### config.mk
export PLATFORM = sky130hd
export DESIGN_NAME = stage_sequencer
export DESIGN_NICKNAME = d
export VERILOG_FILES = /design/src/hdl/cpu_pkg.sv /design/src/hdl/stage_sequencer.sv
export SDC_FILE = /design/constraint.sdc
export NUM_CORES = 1
export LEC_CHECK = 0
export BUFFER_PORTS_ARGS = -buffer_cell sky130_fd_sc_hd__buf_2
export CORE_AREA = 3 3 40 42
export CTS_CLUSTER_DIAMETER = 200
export DETAILED_ROUTE_END_ITERATION = 7
export DIE_AREA = 0 0 43 45
export GPL_ROUTABILITY_DRIVEN = 0
export HOLD_SLACK_MARGIN = 0.06
export PLACE_DENSITY_LB_ADDON = 0.05
export SLEW_MARGIN = 10
export SYNTH_ARGS = -nofsm -noshare
export SYNTH_HDL_FRONTEND = slang
export SYNTH_SLANG_ARGS = --single-unit
### constraint.sdc
create_clock -name clk -period 2.4 [get_ports clk]
set_input_delay 0.24 -clock clk [delete_from_list [all_inputs] [get_ports clk]]
set_output_delay 0.24 -clock clk [all_outputs]
set_load 0.05 [all_outputs]
### src/hdl/cpu_pkg.sv
package cpu_pkg;

   localparam int xlen       = 32;
   localparam int reg_count  = 32;
   localparam int reg_addr_w = 5;
   localparam int mem_depth  = 2048;
   localparam int mem_addr_w = 11;

   typedef enum logic [2:0] {
      ST_IDLE,
      ST_FETCH,
      ST_ISSUE,
      ST_READ,
      ST_EXECUTE,
      ST_WRITEBACK,
      ST_HALTED
   } stage_t;

   // Code 0 is left illegal so that a blank word stops the core
   typedef enum logic [4:0] {
      OP_LOAD_IMM = 5'd1,
      OP_LOAD_MEM = 5'd2,
      OP_STORE    = 5'd3,
      OP_ALU      = 5'd4,
      OP_JUMP_NZ  = 5'd5,
      OP_HALT     = 5'd6
   } opcode_t;

   typedef enum logic [2:0] {
      ADD,
      SUB,
      AND,
      OR,
      XOR,
      SHL,
      SHR,
      SLT
   } alu_func_t;

   typedef struct packed {
      opcode_t                op;
      logic [reg_addr_w-1:0]  rd;
      logic [reg_addr_w-1:0]  ra;
      logic [reg_addr_w-1:0]  rb;
      alu_func_t              func;
      logic [xlen-1:0]        imm;
      logic                   illegal;
   } decoded_t;

   typedef struct packed {
      logic [xlen-1:0]        pc;
      logic                   wb_en;
      logic [reg_addr_w-1:0]  wb_reg;
      logic [xlen-1:0]        wb_data;
   } retire_t;

endpackage

### src/hdl/stage_sequencer.sv
`timescale 1ns/10ps

module stage_sequencer import cpu_pkg::*; (
   input  logic   clk,
   input  logic   arst_n,
   input  logic   load,
   input  logic   halt_req,
   output stage_t stage,
   output logic   halted
);

   stage_t stage_nxt;

   always_comb begin
      stage_nxt = stage;
      case (stage)
         ST_IDLE:      if (!load) stage_nxt = ST_FETCH;
         ST_FETCH:     stage_nxt = ST_ISSUE;
         ST_ISSUE:     stage_nxt = ST_READ;
         ST_READ:      stage_nxt = ST_EXECUTE;
         ST_EXECUTE:   stage_nxt = ST_WRITEBACK;
         ST_WRITEBACK: stage_nxt = halt_req ? ST_HALTED : ST_FETCH;
         ST_HALTED:    stage_nxt = ST_HALTED;
         default:      stage_nxt = ST_HALTED;
      endcase
   end

   always_ff @(posedge clk or negedge arst_n) begin
      if (!arst_n) begin
         stage <= ST_IDLE;
      end else begin
         stage <= stage_nxt;
      end
   end

   assign halted = (stage == ST_HALTED);

   // Program load only while the core is not running
   a_load_when_idle: assert property (@(posedge clk) disable iff (!arst_n)
      load |-> (stage inside {ST_IDLE, ST_HALTED}));

endmodule
# After elaboration in Yosys (flattened, before gate mapping)
# Cells that the tools add are included.
[classes]
eq_ne = 7
mux = 3
n_reduce_logical = 1
[ops]
columns = ["cell", "n"]
rows = [
  ["3-bit one-hot mux with 6 select lines", 1],
  ["3-bit equality test (second input constant)", 3],
  ["3-bit by 2-bit equality test with 1-bit output (second input constant)", 2],
  ["3-bit 2-to-1 mux", 2],
  ["3-bit by 1-bit equality test with 1-bit output (second input constant)", 1],
  ["3-bit zero test", 1],
  ["2-bit inequality test (second input constant)", 1],
]
[word_totals]
regBits = 3
elab_cells = 12

# Depth between registers and ports, before layout
[logic_depth]
word_depth = 2
mapped_depth = 3

# Worst setup path after synthesis
# No wires, ideal clock.
[synth_path]
kind = "register -> output"
start = "reg stage[2]"
end = "out halted"
arrival_time_ps = 1450
required_ps = 2160
path_slack_ps = 710
path_stages_with_launch = 3
path_buffers = 0
cell_sequence = "dfrtp_1 > nand2_1 > nor2_1"
[synth_between]
elab_chain_len = 1
[synth_rtl]
columns = ["item", "line", "text"]
rows = [
  ["from (decl)", "stage_sequencer.sv:8", "output stage_t stage,"],
  ["from (signal assigned)", "stage_sequencer.sv:32", "stage <= stage_nxt;"],
  ["3-bit equality test", "stage_sequencer.sv:36", "assign halted = (stage == ST_HALTED);"],
  ["to (decl)", "stage_sequencer.sv:9", "output logic halted"],
]
# No other way between the ends.

# Worst setup path in the final report
# Ends and elaborated chain as after synthesis.

==> impl_metrics.toml <==
[critical_path]
required_ns = 2.16
worst_setup_path_start_kind = "register"
r2r_end = "stage[0]"
crit_type = "reg -> out"
ff2ff_setup_slack_ns = 1.53
end_kind = "primary output"
reg2reg_depth = 3
worstPathArrival_ns = 1.07
crit_fanout = 5
reg2reg_from = "stage[1]"

[floorplan]
initial_utilization = 0.107
die_h_um = 45
design.portCount = 8
core_um2 = 1280
row_count = 13
fp.dieW_um = 43
dieArea_um2 = 1940

[pwr]
max-vdd-ir-drop_uv = 164
cellLeakagePower_nw = 0.120
power_density_nw_per_um2 = 635

[logic_synthesis]
synth.net_count = 20
syn_inst = 16
muxShareOfSynthArea = 0
yosysSeqAreaShare = 0.545
ys_types = 8
synth_seq_cells = 3
yosysWarnings = 0
synth_compound_area_frac = 0.218
synth_top_family_by_area = "compound AO/OA/AOI/OAI gates"
syn_area_um2 = 138
synth_area_per_cell_um2 = 8.60
synth_xor_area_frac = 0
synthSimpleGateAreaFrac = 0.182
yosys.area_share.adder = 0

[placement]
place_hpwl_um = 310
port_buffers = 7
preCtsSetupSlack_ns = 1.33
post-place-cells = 38
dpl_cell_area_um2 = 191

[detailed_routing]
wl_per_cell_um = 8.93
finalWirelength_um = 384
avgViaCountPerCell = 3.44
drtIter0Drc = 2
dr.pass1.iters = 4
route.detailed.drc = 0
vias = 148
ant_nets = 0

[job]
drv_cap = 0

[sta]
whs_ns = 0.314
rsz0062_at_grt = "no"
hold_viol = 0
max_clock_freq_mhz = 766
min_period_over_period = 0.544
maxSlewHeadroom = 0.834
finClkSkew_ns = 0.00264
finalSetupViolations = 0
layout_setup_ws_ns = 1.09
min_period_ns = 1.31
tns_ns = 0
tightest_slew_ns = 0.251
slew_viol_final = 0

[global_route]
overflow = 0
grt_pass1_wl_um = 634
grt_usage = 0.0485
antenna_found_initial = 0
grt_pass1_vias = 163
grt_start_max_net_pins = 8

[clock_tree]
cts_made_buffers = 3
cts.sinks = 3
root_buffer = "clkbuf_4"
cts_tree = "yes"
cts_buffer_depth = 2
postCtsSetupBuffers = 0
htree_levels = 1
clkTransAtPathRegs_ns = 0.04
clock_latency_ns = 0.23

[final_layout]
nets = 33
largest_reg_flops = 3
top_regs = "stage x3"
finalNonFillerCells = 43
area_growth_pct = 65.5
fill_cells = 158
antenna_cells = 0
largest-register = "stage"
drive_above_1_share = 0.357
fin_area_um2 = 228

[hold_path]
worst_hold_path.endpoint = "stage[2]"
worstHoldPathType = "in -> reg"
min_from = "halt_req"
hold_path_depth = 3

[run_status]
status = "finished clean"
cell type report:
class                      count  area [µm²]  share of cell area
timing repair buffer           8        45.0               0.198
multi-input combinational     11        55.1               0.242
sequential                     3        75.1               0.330
inverter                       2        7.51              0.0330
clock buffer                   4        26.3               0.115
tap                           15        18.8              0.0824
layer usage:
metal	track usage	up-vias	wire length [µm]
li1	-	77	-
met1	0.0487	64	158
met2	0.0569	7	163
met3	0.0398	0	62
met4	0.0542	0	0
met5	0	-	0
kinds of logic after synthesis:
group	count (synthesis)
buf+inv	2
compound gates	5
simple gates	6
flops	3
power breakdown:
group | total (mW) | internal, mW | switching (mW)
Clock | 0.0889 | 0.0623 | 0.0265
Sequential | 0.0509 | 0.0509 | 0
Combinational | 0.00493 | 0.00279 | 0.00214
Total | 0.145 | 0.116 | 0.0287
cells in the mapped netlist:
cell	count	area, µm²
o211a_1	1	10.0
o21ai_1	2	10.0
nor2b_1	1	6.26
inv_1	2	7.51
dfrtp_1	3	75.1
nor2_1	2	7.51
a21oi_1	2	10.0
nand2_1	3	11.3
worst max-delay path by stage:
stage	startpoint	end	slack [ns]	depth (start not counted)
4_1_cts	stage[2]	halted	1.08	3
5_1_grt	stage[2]	halted	0.98	3
6_report	stage[2]	halted	1.09	3
3_5_place_dp	stage[2]	halted	1.33	3
3_3_place_gp	stage[2]	halted	1.34	3
2_1_floorplan	stage[2]	halted	0.71	2
per-stage QoR:
step                utilization  power, mW
finish                    0.177      0.145
global route              0.177      0.151
CTS                       0.177      0.149
detailed placement        0.149     0.0552
global placement          0.149     0.0552
floorplan                     -     0.0515
cells in the final DEF, fill, tap and decap left out:
cell type and instances:
buf_2 7, o21ai_1 2, nor2_1 2, nor2b_1 1, nand2_1 3, clkbuf_4 3, a21oi_1 2, o211a_1 1
inv_1 2, clkbuf_1 1, dfrtp_1 3, dlygate4sd3_1 1
worst max-delay path, stage by stage (launching register included):
cell and delay [ns]:
dfrtp_1 0.40, nand2_1 0.09, nor2_1 0.08, buf_2 0.26
repair_timing:
action                                  in CTS  in global routing
resized for setup                            0                  0
endpoints found under the hold margin        3                  0
hold buffers                                 1                  0
endpoints found under the setup margin       0                  0
(Power assumes the default switching activity.)
