File: src/hdl/cpu_pkg.sv
package cpu_pkg;

   localparam int xlen       = 32;
   localparam int reg_count  = 32;
   localparam int reg_addr_w = 5;
   localparam int mem_depth  = 2048;
   localparam int mem_addr_w = 11;

   typedef enum logic [2:0] {
      ST_IDLE,
      ST_FETCH,
      ST_ISSUE,
      ST_READ,
      ST_EXECUTE,
      ST_WRITEBACK,
      ST_HALTED
   } stage_t;

   // Code 0 is left illegal so that a blank word stops the core
   typedef enum logic [4:0] {
      OP_LOAD_IMM = 5'd1,
      OP_LOAD_MEM = 5'd2,
      OP_STORE    = 5'd3,
      OP_ALU      = 5'd4,
      OP_JUMP_NZ  = 5'd5,
      OP_HALT     = 5'd6
   } opcode_t;

   typedef enum logic [2:0] {
      ADD,
      SUB,
      AND,
      OR,
      XOR,
      SHL,
      SHR,
      SLT
   } alu_func_t;

   typedef struct packed {
      opcode_t                op;
      logic [reg_addr_w-1:0]  rd;
      logic [reg_addr_w-1:0]  ra;
      logic [reg_addr_w-1:0]  rb;
      alu_func_t              func;
      logic [xlen-1:0]        imm;
      logic                   illegal;
   } decoded_t;

   typedef struct packed {
      logic [xlen-1:0]        pc;
      logic                   wb_en;
      logic [reg_addr_w-1:0]  wb_reg;
      logic [xlen-1:0]        wb_data;
   } retire_t;

endpackage

File: src/hdl/register_file.sv
`timescale 1ns/10ps

module register_file import cpu_pkg::*; (
   input  logic            clk,
   input  logic            arst_n,
   input  stage_t          stage,
   input  decoded_t        dec,
   input  logic [xlen-1:0] alu_result,
   input  logic [xlen-1:0] mem_rdata,
   output logic [xlen-1:0] opnd_a,
   output logic [xlen-1:0] opnd_b,
   output logic            wb_en,
   output logic [xlen-1:0] wb_data
);

   logic [reg_count-1:0][xlen-1:0] regs;
   logic                           reg_we;

   // Writeback source by opcode
   always_comb begin
      wb_en   = 1'b0;
      wb_data = '0;
      case (dec.op)
         OP_LOAD_IMM: begin
            wb_en   = 1'b1;
            wb_data = dec.imm;
         end
         OP_LOAD_MEM: begin
            wb_en   = 1'b1;
            wb_data = mem_rdata;
         end
         OP_ALU: begin
            wb_en   = 1'b1;
            wb_data = alu_result;
         end
         default: begin
            wb_en   = 1'b0;
            wb_data = '0;
         end
      endcase
   end

   assign reg_we = (stage == ST_WRITEBACK) && wb_en;

   always_ff @(posedge clk or negedge arst_n) begin
      if (!arst_n) begin
         regs   <= '0;
         opnd_a <= '0;
         opnd_b <= '0;
      end else begin
         if (reg_we) begin
            regs[dec.rd] <= wb_data;
         end
         // Operands hold until the next READ
         if (stage == ST_READ) begin
            opnd_a <= regs[dec.ra];
            opnd_b <= regs[dec.rb];
         end
      end
   end

   a_write_in_writeback: assert property (@(posedge clk) disable iff (!arst_n)
      (stage != ST_WRITEBACK) |=> $stable(regs));

endmodule

File: config.mk
export PLATFORM = sky130hd
export DESIGN_NAME = register_file
export DESIGN_NICKNAME = d
export VERILOG_FILES = /design/src/hdl/cpu_pkg.sv /design/src/hdl/register_file.sv
export SDC_FILE = /design/constraint.sdc
export NUM_CORES = 2
export LEC_CHECK = 0
export BUFFER_PORTS_ARGS = -buffer_cell sky130_fd_sc_hd__buf_2
export CAP_MARGIN = 15
export CORE_MARGIN = 5
export CORE_UTILIZATION = 60
export DETAILED_ROUTE_END_ITERATION = 10
export PLACE_DENSITY = 0.76
export SYNTH_ARGS = -nofsm -noshare
export SYNTH_HDL_FRONTEND = slang
export SYNTH_SLANG_ARGS = --single-unit
File: constraint.sdc
create_clock -name clk -period 1.8 [get_ports clk]
set_input_delay 0.09 -clock clk [delete_from_list [all_inputs] [get_ports clk]]
set_output_delay 0.09 -clock clk [all_outputs]
set_load 0.02 [all_outputs]
# Word-level counts from Yosys, hierarchy flattened
# Index checks and enable logic that the tools add are counted.
[op_classes] order_cmp=4 eq_ne=5 n_mux=9 reduce_logical=3
[ops] operator="$bwmux W1024" count=1
[ops] operator="$bmux W32 S5" count=2
[ops] operator="$demux W32 S5" count=1
[ops] operator="$mux W32" count=3
[ops] operator="$pmux W32 S3" count=1
[ops] operator="$lt A5 B6 Y1 const B" count=3
[ops] operator="$eq A5 B1 Y1 const B" count=1
[ops] operator="$eq A5 B2 Y1 const B" count=1
[ops] operator="$eq A5 B3 Y1 const B" count=1
[ops] operator="$ge A5 B1 Y1 const B" count=1
[ops] operator="$eq A3 B2 Y1 const B" count=1
[ops] operator="$eq A3 B3 Y1 const B" count=1
[ops] operator="$reduce_or A3 Y1" count=1
[ops] operator="$logic_and A1 B1 Y1" count=2
[ops] operator="$mux W1" count=1
[totals] reg_bits=1088 inputBits=125 output_inout_bits=97 wordCells=55

# Longest topological paths before layout
[logic_depth] ltp_word=5 ltp_mapped=8 mapped_depth_nobuf=6

# Worst setup path after synthesis
# Ideal clock, no wire load.
[synth_timing] kind="input -> output" start="in dec[54] in the netlist's numbering" end="out wb_data[0]" arrival_ns=1.586 required_ns=1.710 setup_slack_ns=0.124 stages=6 path_buffers=2 cell_sequence="or2_1 -> nor4b_2 -> clkbuf_1 -> a222oi_1 -> clkbuf_1 -> inv_1"
[synth_via] elab_chain_len=2 elab_cells_between_ends=4 cone_classes="eq/ne (3); mux (1)"
[synth_lines] item="start: declaration" line_no="register_file.sv:7" text="input decoded_t dec,"
[synth_lines] item="$eq A5 B3 Y1, or another cell as far along" line_no="register_file.sv:23" text="case (dec.op)"
[synth_lines] item="$pmux W32 S3 *" line_no="register_file.sv:23"
[synth_lines] item="end: declaration" line_no="register_file.sv:13" text="output logic [xlen-1:0] wb_data"
# Every way passes the cells marked *; elsewhere a longest branch is shown, timed or not.

# Worst setup path after layout
[layout_timing] start="in dec[54] in the netlist's numbering" end="out wb_data[10]"
# The elaborated chain is that of the path after synthesis.

==> results.toml <==
[outcome]
status = "complete, but fails checks"
violations = "negative hold slack, negative setup slack"

[sta]
hold_viol_final = 1
tightest_slew_ps = 629
layout_setup_ws_ps = -101
clock.fmax_ghz = 0.526
fin_crit_ps = 1900
slew_headroom_pct = 58.1
hold_ws_ps = -29.3
fin_crit_sh_pct = 106
slew_viol_final = 0
grt_setup_unrepaired = "yes"
setup_violations = 10
skew_ps = 21.5

[yosys]
synth_area_leaders = "dfrtp_1 (49%), mux2i_1 (18%), a21oi_1 (5.1%), nand2_1 (4.3%), a22oi_1 (3.4%)"
yosys.area.top_type = "dfrtp_1"
synth-edff-count = 0
yosys_warnings = 0
syn_nets = 5836
yosysUniqueCellTypes = 38
seq_area_frac_synth_pct = 48.6
yosysMostFrequentCell = "dfrtp_1"
syn_avg_cell_area_um2 = 9.81
syn_inst = 5711
syn_area_um2 = 56000
synth.top_cell.area_share_pct = 48.6
ys_ff_latch = 1088
synthTopCellsByCount = "dfrtp_1 (1088), mux2i_1 (1024), nand2_1 (645)"
synth_async_sr_flop_share_pct = 100
ys.flop_type = "dfrtp_1"

[critical_path]
crit_buf_inv = 6
crit_slowest_cell = "nor4b_4"
path_common_cell = "buf_12"
required_ps = 1710
path_cells = "buf_6, or2_4, nor4b_4, buf_12, buf_4, a222oi_1, buf_12, inv_1, buf_2"
worstSetupPathType = "in -> out"
critical-path-max-stage-delay_ps = 340
cp-end-kind = "output pin"
critical_path.max_fanout = 32
critical_path_arrival_ps = 1810
path_delay_family = "buffers and inverters"
startpoint_type = "primary input"

[cts]
clock-sinks = 1088
insertion_delay_ps = 710
clk_pin_slew_worst_paths_ps = 70
cts_max_path_buffers = 3
cts_tree = "done"
cts_buffers = 113
clock-root-buffer = "clkbuf_16"
htreeDepth = 3

[power_and_ir_drop]
finalPower_w = 0.0582
ir_drop_uv = 800
p_per_area_nw_per_um2 = 819
leakagePower_nw = 34.1

[layout]
nFillCells = 5864
final_cell_area_um2 = 71100
multi_input_area_um2 = 26700
drive_above_1_share_pct = 19.1
seq_area_um2 = 27200
nets = 6478
area_delta_synth_final_pct = 26.9
antenna_cells = 0
fin_cells = 7698

[grt]
antenna_found_initial = 4
grt_pass1_wl_um = 312000
grt_pass1_vias = 52509
gr-total-overflow = 0
grt_usage_pct = 40.6
grt_max_degree = 89

[die]
dieArea_um2 = 99600
initial_core_util_pct = 60.2
pin_count = 222
core_area_um2 = 93000
fp.dieH_um = 316
rows = 112
fp.dieW_um = 316

[placed_design]
placedCellCount = 7227
postPlaceCellArea_um2 = 64000
io_buffers = 217
dpl.hpwl_um = 128000
place_ws_ps = -354
gp_congestion = 0.921

[routing]
viasPerCell = 6.89
drc = 0
drtAntennaViolNets = 0
vias = 53029
drt_first_pass_iters = 7
wire_per_inst_um = 28.3
routed_wl_um = 218000
dr.first_iter.drc_count = 7689

[run]
maxCapViolCount = 0

[worst_hold_path]
hp-class = "in -> reg"
==> worst min-delay path, cell delays in order <==
cell and delay, ps:
buf_2 80, a222oi_1 110, buf_12 200, a21oi_1 140
==> where the power goes <==
group	switching (W)	total (W)	internal (W)
registers	0.000604	0.0256	0.0250
logic	0.00433	0.00737	0.00304
clock network	0.0102	0.0252	0.0150
total	0.0152	0.0582	0.0431
==> path summary, 6_finish.rpt <==
path | start | to | cells past startpoint | slack [ps]
min in group asynchronous | arst_n | regs[897]$_DFFE_PN0P_ | 3 | 210
setup reg to reg | regs[428]$_DFFE_PN0P_ | opnd_b[12]$_DFFE_PN0N_ | 5 | 40
hold reg to reg | opnd_b[27]$_DFFE_PN0N_ | opnd_b[27]$_DFFE_PN0N_ | 2 | 500
hold / removal | mem_rdata[18] | regs[850]$_DFFE_PN0P_ | 4 | -30
max in group asynchronous | arst_n | regs[40]$_DFFE_PN0P_ | 3 | 610
setup / recovery | dec[54] | wb_data[10] | 9 | -100
==> routing by layer <==
metal / track usage (%) / up-vias / wire [µm]
met5: 0 / - / 12
met1: 50.6 / 25669 / 75800
li1: - / 22046 / -
met4: 25.5 / 2 / 17500
met3: 10.6 / 1159 / 28300
met2: 63.4 / 4153 / 96400
==> metrics by stage <==
step	util [%]	setup TNS (ps)
2_1_floorplan	-	0
3_3_place_gp	68.8	-49740
3_5_place_dp	68.8	-91760
4_1_cts	75.1	-1530
5_1_grt	76.4	-1520
6_report	76.4	-480
==> cell type report <==
cell class | count | area share (%)
Clock buffer | 167 | 4.77
Clock inverter | 39 | 0.816
Inverter | 33 | 0.236
Multi-Input combinational cell | 4019 | 37.5
Sequential cell | 1088 | 38.3
Tap cell | 1254 | 2.21
Timing Repair Buffer | 1098 | 16.2
==> cells in the final DEF (no fill, tap or decap), types with 63 or more instances in the layout <==
master,count
a21oi_1,568
a221oi_1,127
a22o_1,128
a22oi_1,256
buf_12,216
buf_2,190
buf_4,474
clkbuf_16,132
dfrtp_1,1088
dlygate4sd3_1,141
mux2i_1,1024
nand2_1,643
nor2_1,453
o21ai_0,310
o21ai_1,261
o22ai_1,63
==> what timing repair did <==
action | 4_1_cts | 5_1_grt
resized for setup | 44 | 106
endpoints found under the hold margin | 1578 | 0
pin swaps | 10 | 29
hold buffers | 157 | 0
endpoints found under the setup margin | 23 | 226
setup buffers | 28 | 72
cloned | 3 | 17
==> cell families after synthesis <==
family | count (synthesis) | synth area share, %
flip-flops | 1088 | 48.6
AND/OR/NAND/NOR | 1168 | 8.46
AO/OA/AOI/OAI | 1826 | 20.0
multiplexers | 1024 | 18.3
buffers and inverters | 604 | 4.61
XOR/XNOR | 1 | 0.0156
==> flip-flops by register name, summed over array words and instances, names as in the netlist <==
register and flops:
opnd_a 32, opnd_b 32, regs 1024
(Power assumes the default switching activity.)
