File: src/hdl/cpu_pkg.sv
package cpu_pkg;

   localparam int xlen       = 32;
   localparam int reg_count  = 32;
   localparam int reg_addr_w = 5;
   localparam int mem_depth  = 2048;
   localparam int mem_addr_w = 11;

   typedef enum logic [2:0] {
      ST_IDLE,
      ST_FETCH,
      ST_ISSUE,
      ST_READ,
      ST_EXECUTE,
      ST_WRITEBACK,
      ST_HALTED
   } stage_t;

   // Code 0 is left illegal so that a blank word stops the core
   typedef enum logic [4:0] {
      OP_LOAD_IMM = 5'd1,
      OP_LOAD_MEM = 5'd2,
      OP_STORE    = 5'd3,
      OP_ALU      = 5'd4,
      OP_JUMP_NZ  = 5'd5,
      OP_HALT     = 5'd6
   } opcode_t;

   typedef enum logic [2:0] {
      ADD,
      SUB,
      AND,
      OR,
      XOR,
      SHL,
      SHR,
      SLT
   } alu_func_t;

   typedef struct packed {
      opcode_t                op;
      logic [reg_addr_w-1:0]  rd;
      logic [reg_addr_w-1:0]  ra;
      logic [reg_addr_w-1:0]  rb;
      alu_func_t              func;
      logic [xlen-1:0]        imm;
      logic                   illegal;
   } decoded_t;

   typedef struct packed {
      logic [xlen-1:0]        pc;
      logic                   wb_en;
      logic [reg_addr_w-1:0]  wb_reg;
      logic [xlen-1:0]        wb_data;
   } retire_t;

endpackage

File: src/hdl/fetch_unit.sv
`timescale 1ns/10ps

module fetch_unit import cpu_pkg::*; (
   input  logic            clk,
   input  logic            arst_n,
   input  stage_t          stage,
   input  decoded_t        dec,
   input  logic [xlen-1:0] mem_rdata,
   input  logic [xlen-1:0] opnd_a,
   input  logic [xlen-1:0] opnd_b,
   output logic [xlen-1:0] pc,
   output logic [xlen-1:0] instr
);

   logic [xlen-1:0] pc_nxt;
   logic            take_jump;

   // Condition in ra, target in rb
   assign take_jump = (dec.op == OP_JUMP_NZ) && (opnd_a != '0);
   assign pc_nxt    = take_jump ? opnd_b : pc + xlen'(1);

   always_ff @(posedge clk or negedge arst_n) begin
      if (!arst_n) begin
         pc    <= '0;
         instr <= '0;
      end else begin
         if (stage == ST_ISSUE) begin
            instr <= mem_rdata;
         end
         if (stage == ST_WRITEBACK) begin
            pc <= pc_nxt;
         end
      end
   end

   // A jump past the end of memory is a program error
   a_pc_in_range: assert property (@(posedge clk) disable iff (!arst_n)
      (stage != ST_IDLE) |-> (pc < mem_depth));

endmodule

File: config.mk
export PLATFORM = sky130hd
export DESIGN_NAME = fetch_unit
export DESIGN_NICKNAME = d
export VERILOG_FILES = /design/src/hdl/cpu_pkg.sv /design/src/hdl/fetch_unit.sv
export SDC_FILE = /design/constraint.sdc
export NUM_CORES = 1
export LEC_CHECK = 0
export BUFFER_PORTS_ARGS = -buffer_cell sky130_fd_sc_hd__buf_4
export CELL_PAD_IN_SITES_DETAIL_PLACEMENT = 0
export CELL_PAD_IN_SITES_GLOBAL_PLACEMENT = 1
export CORE_UTILIZATION = 28
export DETAILED_ROUTE_END_ITERATION = 10
export PLACE_DENSITY_LB_ADDON = 0.1
export RECOVER_POWER = 50
export SYNTH_ARGS = -nofsm -noshare
export SYNTH_HDL_FRONTEND = slang
export SYNTH_SLANG_ARGS = --single-unit
export TNS_END_PERCENT = 1
File: constraint.sdc
create_clock -name clk -period 1.8 [get_ports clk]
set_input_delay 0 -clock clk [delete_from_list [all_inputs] [get_ports clk]]
set_output_delay 0 -clock clk [all_outputs]
set_load 0.1 [all_outputs]
* After elaboration in Yosys (flattened, before gate mapping)
Cells that the tools add are included.
** Word-level totals
- Register bits :: 64
- Bits of input ports :: 157
- Output and inout port bits :: 64
- Word-level logic and storage cells :: 9
** Operators by class
- Add/sub/neg operators :: 1
- Equal/unequal tests :: 3
- Muxes and demuxes :: 1
- Reduce and logical (&&, ||, !) cells :: 2
** Operator list (number)
- 32-bit by 1-bit adder with 32-bit output, second input constant :: 1
- 32-bit 2-to-1 mux :: 1
- 32-bit nonzero test :: 1
- 5-bit by 3-bit equality test with 1-bit output, second input constant :: 1
- 3-bit by 2-bit equality test with 1-bit output, second input constant :: 1
- 3-bit equality test, second input constant :: 1
- 1-bit logical AND :: 1

* Logic depth before layout (Yosys ltp)
Gate-level depths: netlist (run 1).
- Word-level depth :: 3
- Gate-level depth with buffers :: 7

* Worst setup path before layout (run 1)
No wires, ideal clock.
- Kind :: reg-to-reg
- Start :: reg pc[0]
- End :: reg pc[30]
- Setup time :: 0.126 ns
- Arrival time :: 2.428 ns
- Data required time :: 1.674 ns
- Slack :: -0.754 ns
- Stages on the path, launching flop included :: 7
- Clock period less this slack :: 2.554 ns
- Cells stage by stage :: dfrtp_1 -> ha_1 -> nand4_2 -> nor3_4 -> nand2_2 -> or3_1 -> o311a_1
** Between the ends
- Word-level cells in the longest chain between the ends :: 2
** Ends and longest elaborated chain
- start: declaration :: RTL line fetch_unit.sv:11 : output logic [xlen-1:0] pc,
- start signal: assignment :: RTL line fetch_unit.sv:31 : pc <= pc_nxt;
- 32-bit by 1-bit adder with 32-bit output :: RTL line fetch_unit.sv:20 : assign pc_nxt = take_jump ? opnd_b : pc + xlen'(1);
- 32-bit 2-to-1 mux :: RTL line fetch_unit.sv:20
No other way between the ends.
A chain may end at the register's enable or synchronous reset.

* Final worst setup path (run 1)
- Start :: reg pc[1]
- End :: reg pc[22]
The elaborated chain is that of the path after synthesis.

==> results_dict.tcl, run 1 <==
set metrics [dict create \
    diodes 0 \
    cts_buffers 9 \
    cts_tree "built" \
    io_buffers 169 \
    startpoint_type "register" \
    synth_ff_type "dfrtp_1" \
    reg2regPathDepth 8 \
    worst_setup_path_end_kind "register" \
    p_per_area_nw_per_um2 1192 \
    cp_top_family "flip-flops" \
    dieWidth_um 113.7 \
    start_util 0.2894 \
    worst_slack_ns 0.1204 \
    hp-class "input port to register" \
    critical_path_arrival_ns 1.93 \
    syn-num-nets 483 \
    grtUsageTotal 0.1807 \
    grt_overflow 0 \
    path_clk_slew_ns 0.06 \
    synth_seq_cells 64 \
    setup_viol_count_final 0 \
    dp_cells 666 \
    grt_pass1_wl_mm 18.22 \
    async_flop_share 1.000 \
    first_iter_violations 187 \
    clock_path_buffers 2 \
    internal-power_mw 3.832 \
    synth_edf_count 0 \
    clkPwrFrac 0.255 \
    avgSynthCellArea_um2 10.74 \
    synth_warnings 0 \
    cp.required_ns 2.05 \
    hold_violations 0 \
    yosysUniqueCellTypes 46 \
    rsz0062_at_grt "true" \
    antenna_found_initial 0 \
    synth.mux.area_fraction 0.1634 \
    cpMostUsedCell "buf_4" \
    dieArea_um2 12920 \
    skew_ns 0.005287 \
    viasPerCell 4.886 \
    switching_share 0.4688 \
    synth-simple-area-share 0.1935 \
    clock_latency_ns 0.33 \
    synth_compound_area_frac 0.1315 \
    grt_max_degree 56 \
    timing.fmax_mhz 595.4 \
    core_region_area_um2 12060 \
    r2r_start "pc[1]$_DFFE_PN0N_" \
    cp-startpoint "pc[1]$_DFFE_PN0N_" \
    nets 724 \
    num_rows 40 \
    worst_pin_slew_ns 0.7972 \
    path_depth 8 \
    cp-endpoint "pc[22]$_DFFE_PN0N_" \
    switching_power_mw 3.382 \
    num_io_pins 221 \
    max-slew-margin-rel 0.4685 \
    stdcell_count 739 \
    post_drt_wl_per_cell_um 15.30 \
    routed_wl_mm 11.31 \
    die-height_um 113.7 \
    final_cell_mix "buf_4 (190), dlygate4sd3_1 (55), dfrtp_1 (36), mux2_2 (32), nand3_1 (31)" \
    synth_xor_area_frac 0 \
    critPathSlowestCell "dfrtp_4" \
    reg2reg_setup_slack_ns 0.12 \
    netlist_area_um2 3491 \
    maxCapViolCount 0 \
    synthCells 325 \
    post-route-period-util 0.9331 \
    drc 0 \
    p_total_mw 7.214 \
    path_class "register to register" \
    yosysSeqAreaShare 0.4588 \
    cp_max_fo 7 \
    cts_max_level 3 \
    layout_commonest_cell "buf_4" \
    vdd_drop_max_v 0.001063 \
    path_buf_inv 2 \
    p_leak_nw 2.778 \
    detail-route-antenna-nets 0 \
    cts_num_sinks 64 \
    cp_cell_sequence "ha_4 -> nand4_4 -> buf_4 -> nor3_2 -> buf_4 -> nand3_1 -> a21oi_1 -> a2bb2oi_1" \
    combPwrFrac 0.467 \
    hpwl_mm 7.830 \
    fin_crit_ns 1.680 \
    grt_pass1_vias 3614 \
    vias 3611 \
    drt-pass1-iter-count 4 \
    cpPeakStageDelay_ns 0.45 \
    root_buffer "clkbuf_16" \
    status "finished, final reports clean" \
    rr_endpoint "pc[22]$_DFFE_PN0N_" \
    post-place-ws_ns 0.03775 \
    seqPwrFrac 0.277 \
    drive_gt1_frac 0.5079 \
    synthAdderAreaFrac 0.003584 \
    syn2layout_area_growth_pct 73.33 \
    setup_total_negative_slack_ns 0 \
    synth_top_family_by_area "simple AND/OR/NAND/NOR gates" \
    routabilityCongestion 0.7714 \
    slew_violations 0 \
]
==> routing by layer <==
| metal | global-route usage | part of all wire | up-vias |
|---|---|---|---|
| met5 | 0 | 0 | - |
| met4 | 0.05439 | 0.0092 | 0 |
| met3 | 0.05473 | 0.069 | 8 |
| met2 | 0.2955 | 0.49 | 117 |
| met1 | 0.2290 | 0.43 | 1757 |
| li1 | - | - | 1729 |
==> worst register-to-register path, stage by stage, from the launching register on <==
cell and delay (ns):
dfrtp_4 0.45, ha_4 0.17, nand4_4 0.12, buf_4 0.17, nor3_2 0.11, buf_4 0.18
nand3_1 0.08, a21oi_1 0.15, a2bb2oi_1 0.17
==> timing repair <==
| item | in CTS | in global routing |
|---|---|---|
| setup buffers | 0 | 2 |
| resized for setup | 0 | 6 |
| endpoints found under the setup margin | 0 | 16 |
| hold buffers | 55 | 0 |
| hold endpoints to repair | 118 | 0 |
==> stage by stage <==
| stage | utilization | hold WS, ns | instance area, um2 |
|---|---|---|---|
| after floorplan | - | -0.2956 | 3585 |
| after global placement | 0.4275 | -0.06091 | 5156 |
| after detailed placement | 0.4275 | -0.05476 | 5156 |
| after CTS | 0.4995 | 0.001382 | 6025 |
| after global routing | 0.5017 | 0.003704 | 6051 |
| final | 0.5017 | 0.001372 | 6051 |
==> logic make-up (layout without fill, tap and decap cells) <==
| logic type | Yosys count | count (layout) |
|---|---|---|
| multiplexers | 53 | 53 |
| AND/OR/NAND/NOR | 111 | 111 |
| adder cells (fa/ha/maj) | 1 | 1 |
| flip-flops | 64 | 64 |
| buffers and inverters | 31 | 277 |
| AO/OA/AOI/OAI | 65 | 65 |
==> flip-flops by register name, indices dropped and copies added, names as in the netlist <==
signal and flops:
instr 32, pc 32
==> synth_stat cells, drive strengths merged, types with 8 or more instances <==
library cell,instances,area (um2)
a21oi,22,110.1
a2bb2oi,19,166.4
buf,15,111.4
clkbuf,8,30.03
dfrtp,64,1602
inv,8,30.03
mux2,32,360.4
mux2i,21,210.2
nand2,16,70.07
nand3,36,195.2
nand4,15,100.1
nor3,8,56.31
nor4,10,92.59
==> worst min path at each step <==
| stage | start | endpoint | slack (ns) | depth (start not counted) |
|---|---|---|---|---|
| 2_1_floorplan | arst_n | instr[0]$_DFFE_PN0N_ | -0.30 | 0 |
| 4_1_cts | opnd_b[19] | pc[19]$_DFFE_PN0N_ | 0.001 | 3 |
| 6_report | opnd_b[13] | pc[13]$_DFFE_PN0N_ | 0.001 | 3 |
| 3_5_place_dp | arst_n | pc[22]$_DFFE_PN0N_ | -0.05 | 1 |
| 5_1_grt | opnd_b[8] | pc[8]$_DFFE_PN0N_ | 0.004 | 3 |
| 3_3_place_gp | arst_n | pc[22]$_DFFE_PN0N_ | -0.06 | 1 |
==> cell type report <==
cell class | instances | area [um2]
fillers | 1116 | 6011
multi-input cells | 230 | 1758
clock inverters | 4 | 51.30
flip-flops and latches | 64 | 1674
inverters | 8 | 30.03
clock buffers | 12 | 266.5
repair buffers | 253 | 2061
well taps | 168 | 210.2
==> power by group through the flow <==
stage               Clock [mW]  Sequential [mW]  Combinational (mW)
detailed placement           0             2.02                3.29
CTS                       1.90             2.00                3.39
floorplan                    0             3.99               0.428
global route              1.95             2.05                3.49
global placement             0             2.01                3.27
finish                    1.84             2.00                3.37
Power figures use the tool's default switching activity.
==> run 2, diff against run 1 <==
- CORE_ASPECT_RATIO: default -> 0.8
==> run 2 against run 1 <==
Flip-flop and latch count stayed put. Via count down 0.53%. Clock skew is 0.0017 ns higher. Worst hold slack improved by 0.0021 ns. Global-route usage down 0.67 points. Largest cell class unchanged. Final cell count shrank 1.2%. Maximum frequency shrank 4.7%. Setup slack got worse by 0.083 ns. Largest power group unchanged. Power is 0.88% lower. Critical path depth shrank 1. Combinational power grew 2%. Critical endpoint is now pc[31]$_DFFE_PN0N_. Register-to-register slack got worse by 0.08 ns.
==> results_dict.tcl, run 2 (synthesized netlist as in run 1, its figures left out) <==
set metrics [dict create \
    status "finished, final reports clean" \
    viasPerCell 4.921 \
    cts_num_sinks 64 \
    post-place-ws_ns 0.04676 \
    regArea_um2 1674 \
    detail-route-antenna-nets 0 \
    clock_path_buffers 2 \
    worst_slack_ns 0.03747 \
    antenna_found_initial 0 \
    cp_max_fo 5 \
    root_buffer "clkbuf_16" \
    slew_violations 0 \
    internal-power_mw 3.804 \
    hp-class "input port to register" \
    syn2layout_area_growth_pct 76.95 \
    startpoint_type "register" \
    fin_crit_ns 1.763 \
    dp_cells 654 \
    multi_input_area_um2 1777 \
    cts_buffers 9 \
    grtUsageTotal 0.1740 \
    path_clk_slew_ns 0.05 \
    switching_share 0.4680 \
    dieWidth_um 126.8 \
    seqPwrFrac 0.279 \
    hold_violations 0 \
    routabilityCongestion 0.7275 \
    first_iter_violations 193 \
    drive_gt1_frac 0.5173 \
    skew_ns 0.006983 \
    post_drt_wl_per_cell_um 15.96 \
    vias 3592 \
    p_per_area_nw_per_um2 1158 \
    clock_latency_ns 0.33 \
    die-height_um 101.9 \
    hpwl_mm 7.665 \
    path_class "register to register" \
    layout_commonest_cell "buf_4" \
    grt_overflow 0 \
    worst_pin_slew_ns 1.027 \
    switching_power_mw 3.346 \
    io_buffers 169 \
    cp.required_ns 2.00 \
    combPwrFrac 0.481 \
    grt_max_degree 49 \
    nets 731 \
    setup_viol_count_final 0 \
    fill_cells 1124 \
    drc 0 \
    reg_top3 "instr (32), pc (32)" \
    drt-pass1-iter-count 6 \
    grt_pass1_vias 3426 \
    diodes 0 \
    grt_pass1_wl_mm 17.62 \
    cp_cell_sequence "nand3_4 -> nor4_4 -> buf_6 -> buf_12 -> nand2_4 -> or3_4 -> o311a_1" \
    num_rows 36 \
    cpPeakStageDelay_ns 0.45 \
    clkPwrFrac 0.240 \
    maxCapViolCount 0 \
    worst_setup_path_end_kind "register" \
    dieArea_um2 12920 \
    final_cell_mix "buf_4 (196), dlygate4sd3_1 (48), dfrtp_1 (36), nand3_1 (32), mux2_2 (32)" \
    critical_path_arrival_ns 1.97 \
    post-route-period-util 0.9792 \
    routed_wl_mm 11.65 \
    critPathSlowestCell "dfrtp_4" \
    stdcell_count 730 \
    start_util 0.2870 \
    vdd_drop_max_v 0.001392 \
    cts_tree "built" \
    p_leak_nw 2.849 \
    timing.fmax_mhz 567.4 \
    num_io_pins 221 \
    max-slew-margin-rel 0.3155 \
    cts_max_level 3 \
    core_region_area_um2 12160 \
]
[run 2: cell count changes in the layout (fill, tap and decap cells not counted), sizes merged]
cell and change:
buf +12, clkbuf +3, dlygate4sd3 -7, clkinv -1
[run 2: final timing paths]
path / start / end / slack [ns] / depth (start not counted)
max: pc[6]$_DFFE_PN0N_ / pc[31]$_DFFE_PN0N_ / 0.04 / 7
min: opnd_b[14] / pc[14]$_DFFE_PN0N_ / 0.003 / 3
max reg2reg: pc[6]$_DFFE_PN0N_ / pc[31]$_DFFE_PN0N_ / 0.04 / 7
min reg2reg: instr[5]$_DFFE_PN0N_ / instr[5]$_DFFE_PN0N_ / 0.50 / 1
max in group asynchronous: arst_n / pc[16]$_DFFE_PN0N_ / 0.38 / 3
min in group asynchronous: arst_n / pc[19]$_DFFE_PN0N_ / 0.38 / 2
[run 2: per-layer routing]
metal	wire length (um)	vias up	global-route usage
li1	-	1742	-
met1	5365	1743	0.2334
met2	5577	99	0.2811
met3	614	8	0.05340
met4	95	0	0.03022
met5	0	-	0
[run 2: critical path, delay by kind of cell (launching register included)]
family                 cells  cell delay [ns]
and+or+nand+nor            4             0.78
DFF                        1             0.45
buffers and inverters      2             0.28
AOI/OAI and AO/OA          1             0.11
[run 2: layout make-up]
type	count	share of cell area
clock buffer	13	0.04051
clock inverter	3	0.006887
multi-input combinational	230	0.2876
sequential	64	0.2710
tap	152	0.03079
inverter	8	0.004861
timing repair buffer	260	0.3583
[run 2: timing repair]
item                                   4_1_cts  5_1_grt
setup buffers                                0        9
setup endpoints to repair                    0        6
endpoints found under the hold margin      111        0
hold buffers                                48        0
gates resized for setup                      0        8
[run 2: per-stage QoR]
stage	TNS, ns	hold WS, ns	area [um2]	power [mW]	utilization
2_1_floorplan	-2.284	-0.2956	3585	4.417	-
3_3_place_gp	0	-0.1060	5241	5.310	0.4310
3_5_place_dp	0	-0.1025	5241	5.331	0.4310
4_1_cts	0	0.002155	6015	7.168	0.4945
5_1_grt	-0.03955	0.01786	6177	7.449	0.5079
6_report	0	0.003438	6177	7.151	0.5079
[run 2: power groups by stage]
stage | clock [mW] | combinational, mW | sequential [mW]
after floorplan | 0 | 0.428 | 3.99
after detailed placement | 0 | 3.31 | 2.02
after global placement | 0 | 3.30 | 2.01
final | 1.72 | 3.44 | 1.99
after CTS | 1.77 | 3.40 | 1.99
after global routing | 1.84 | 3.56 | 2.04
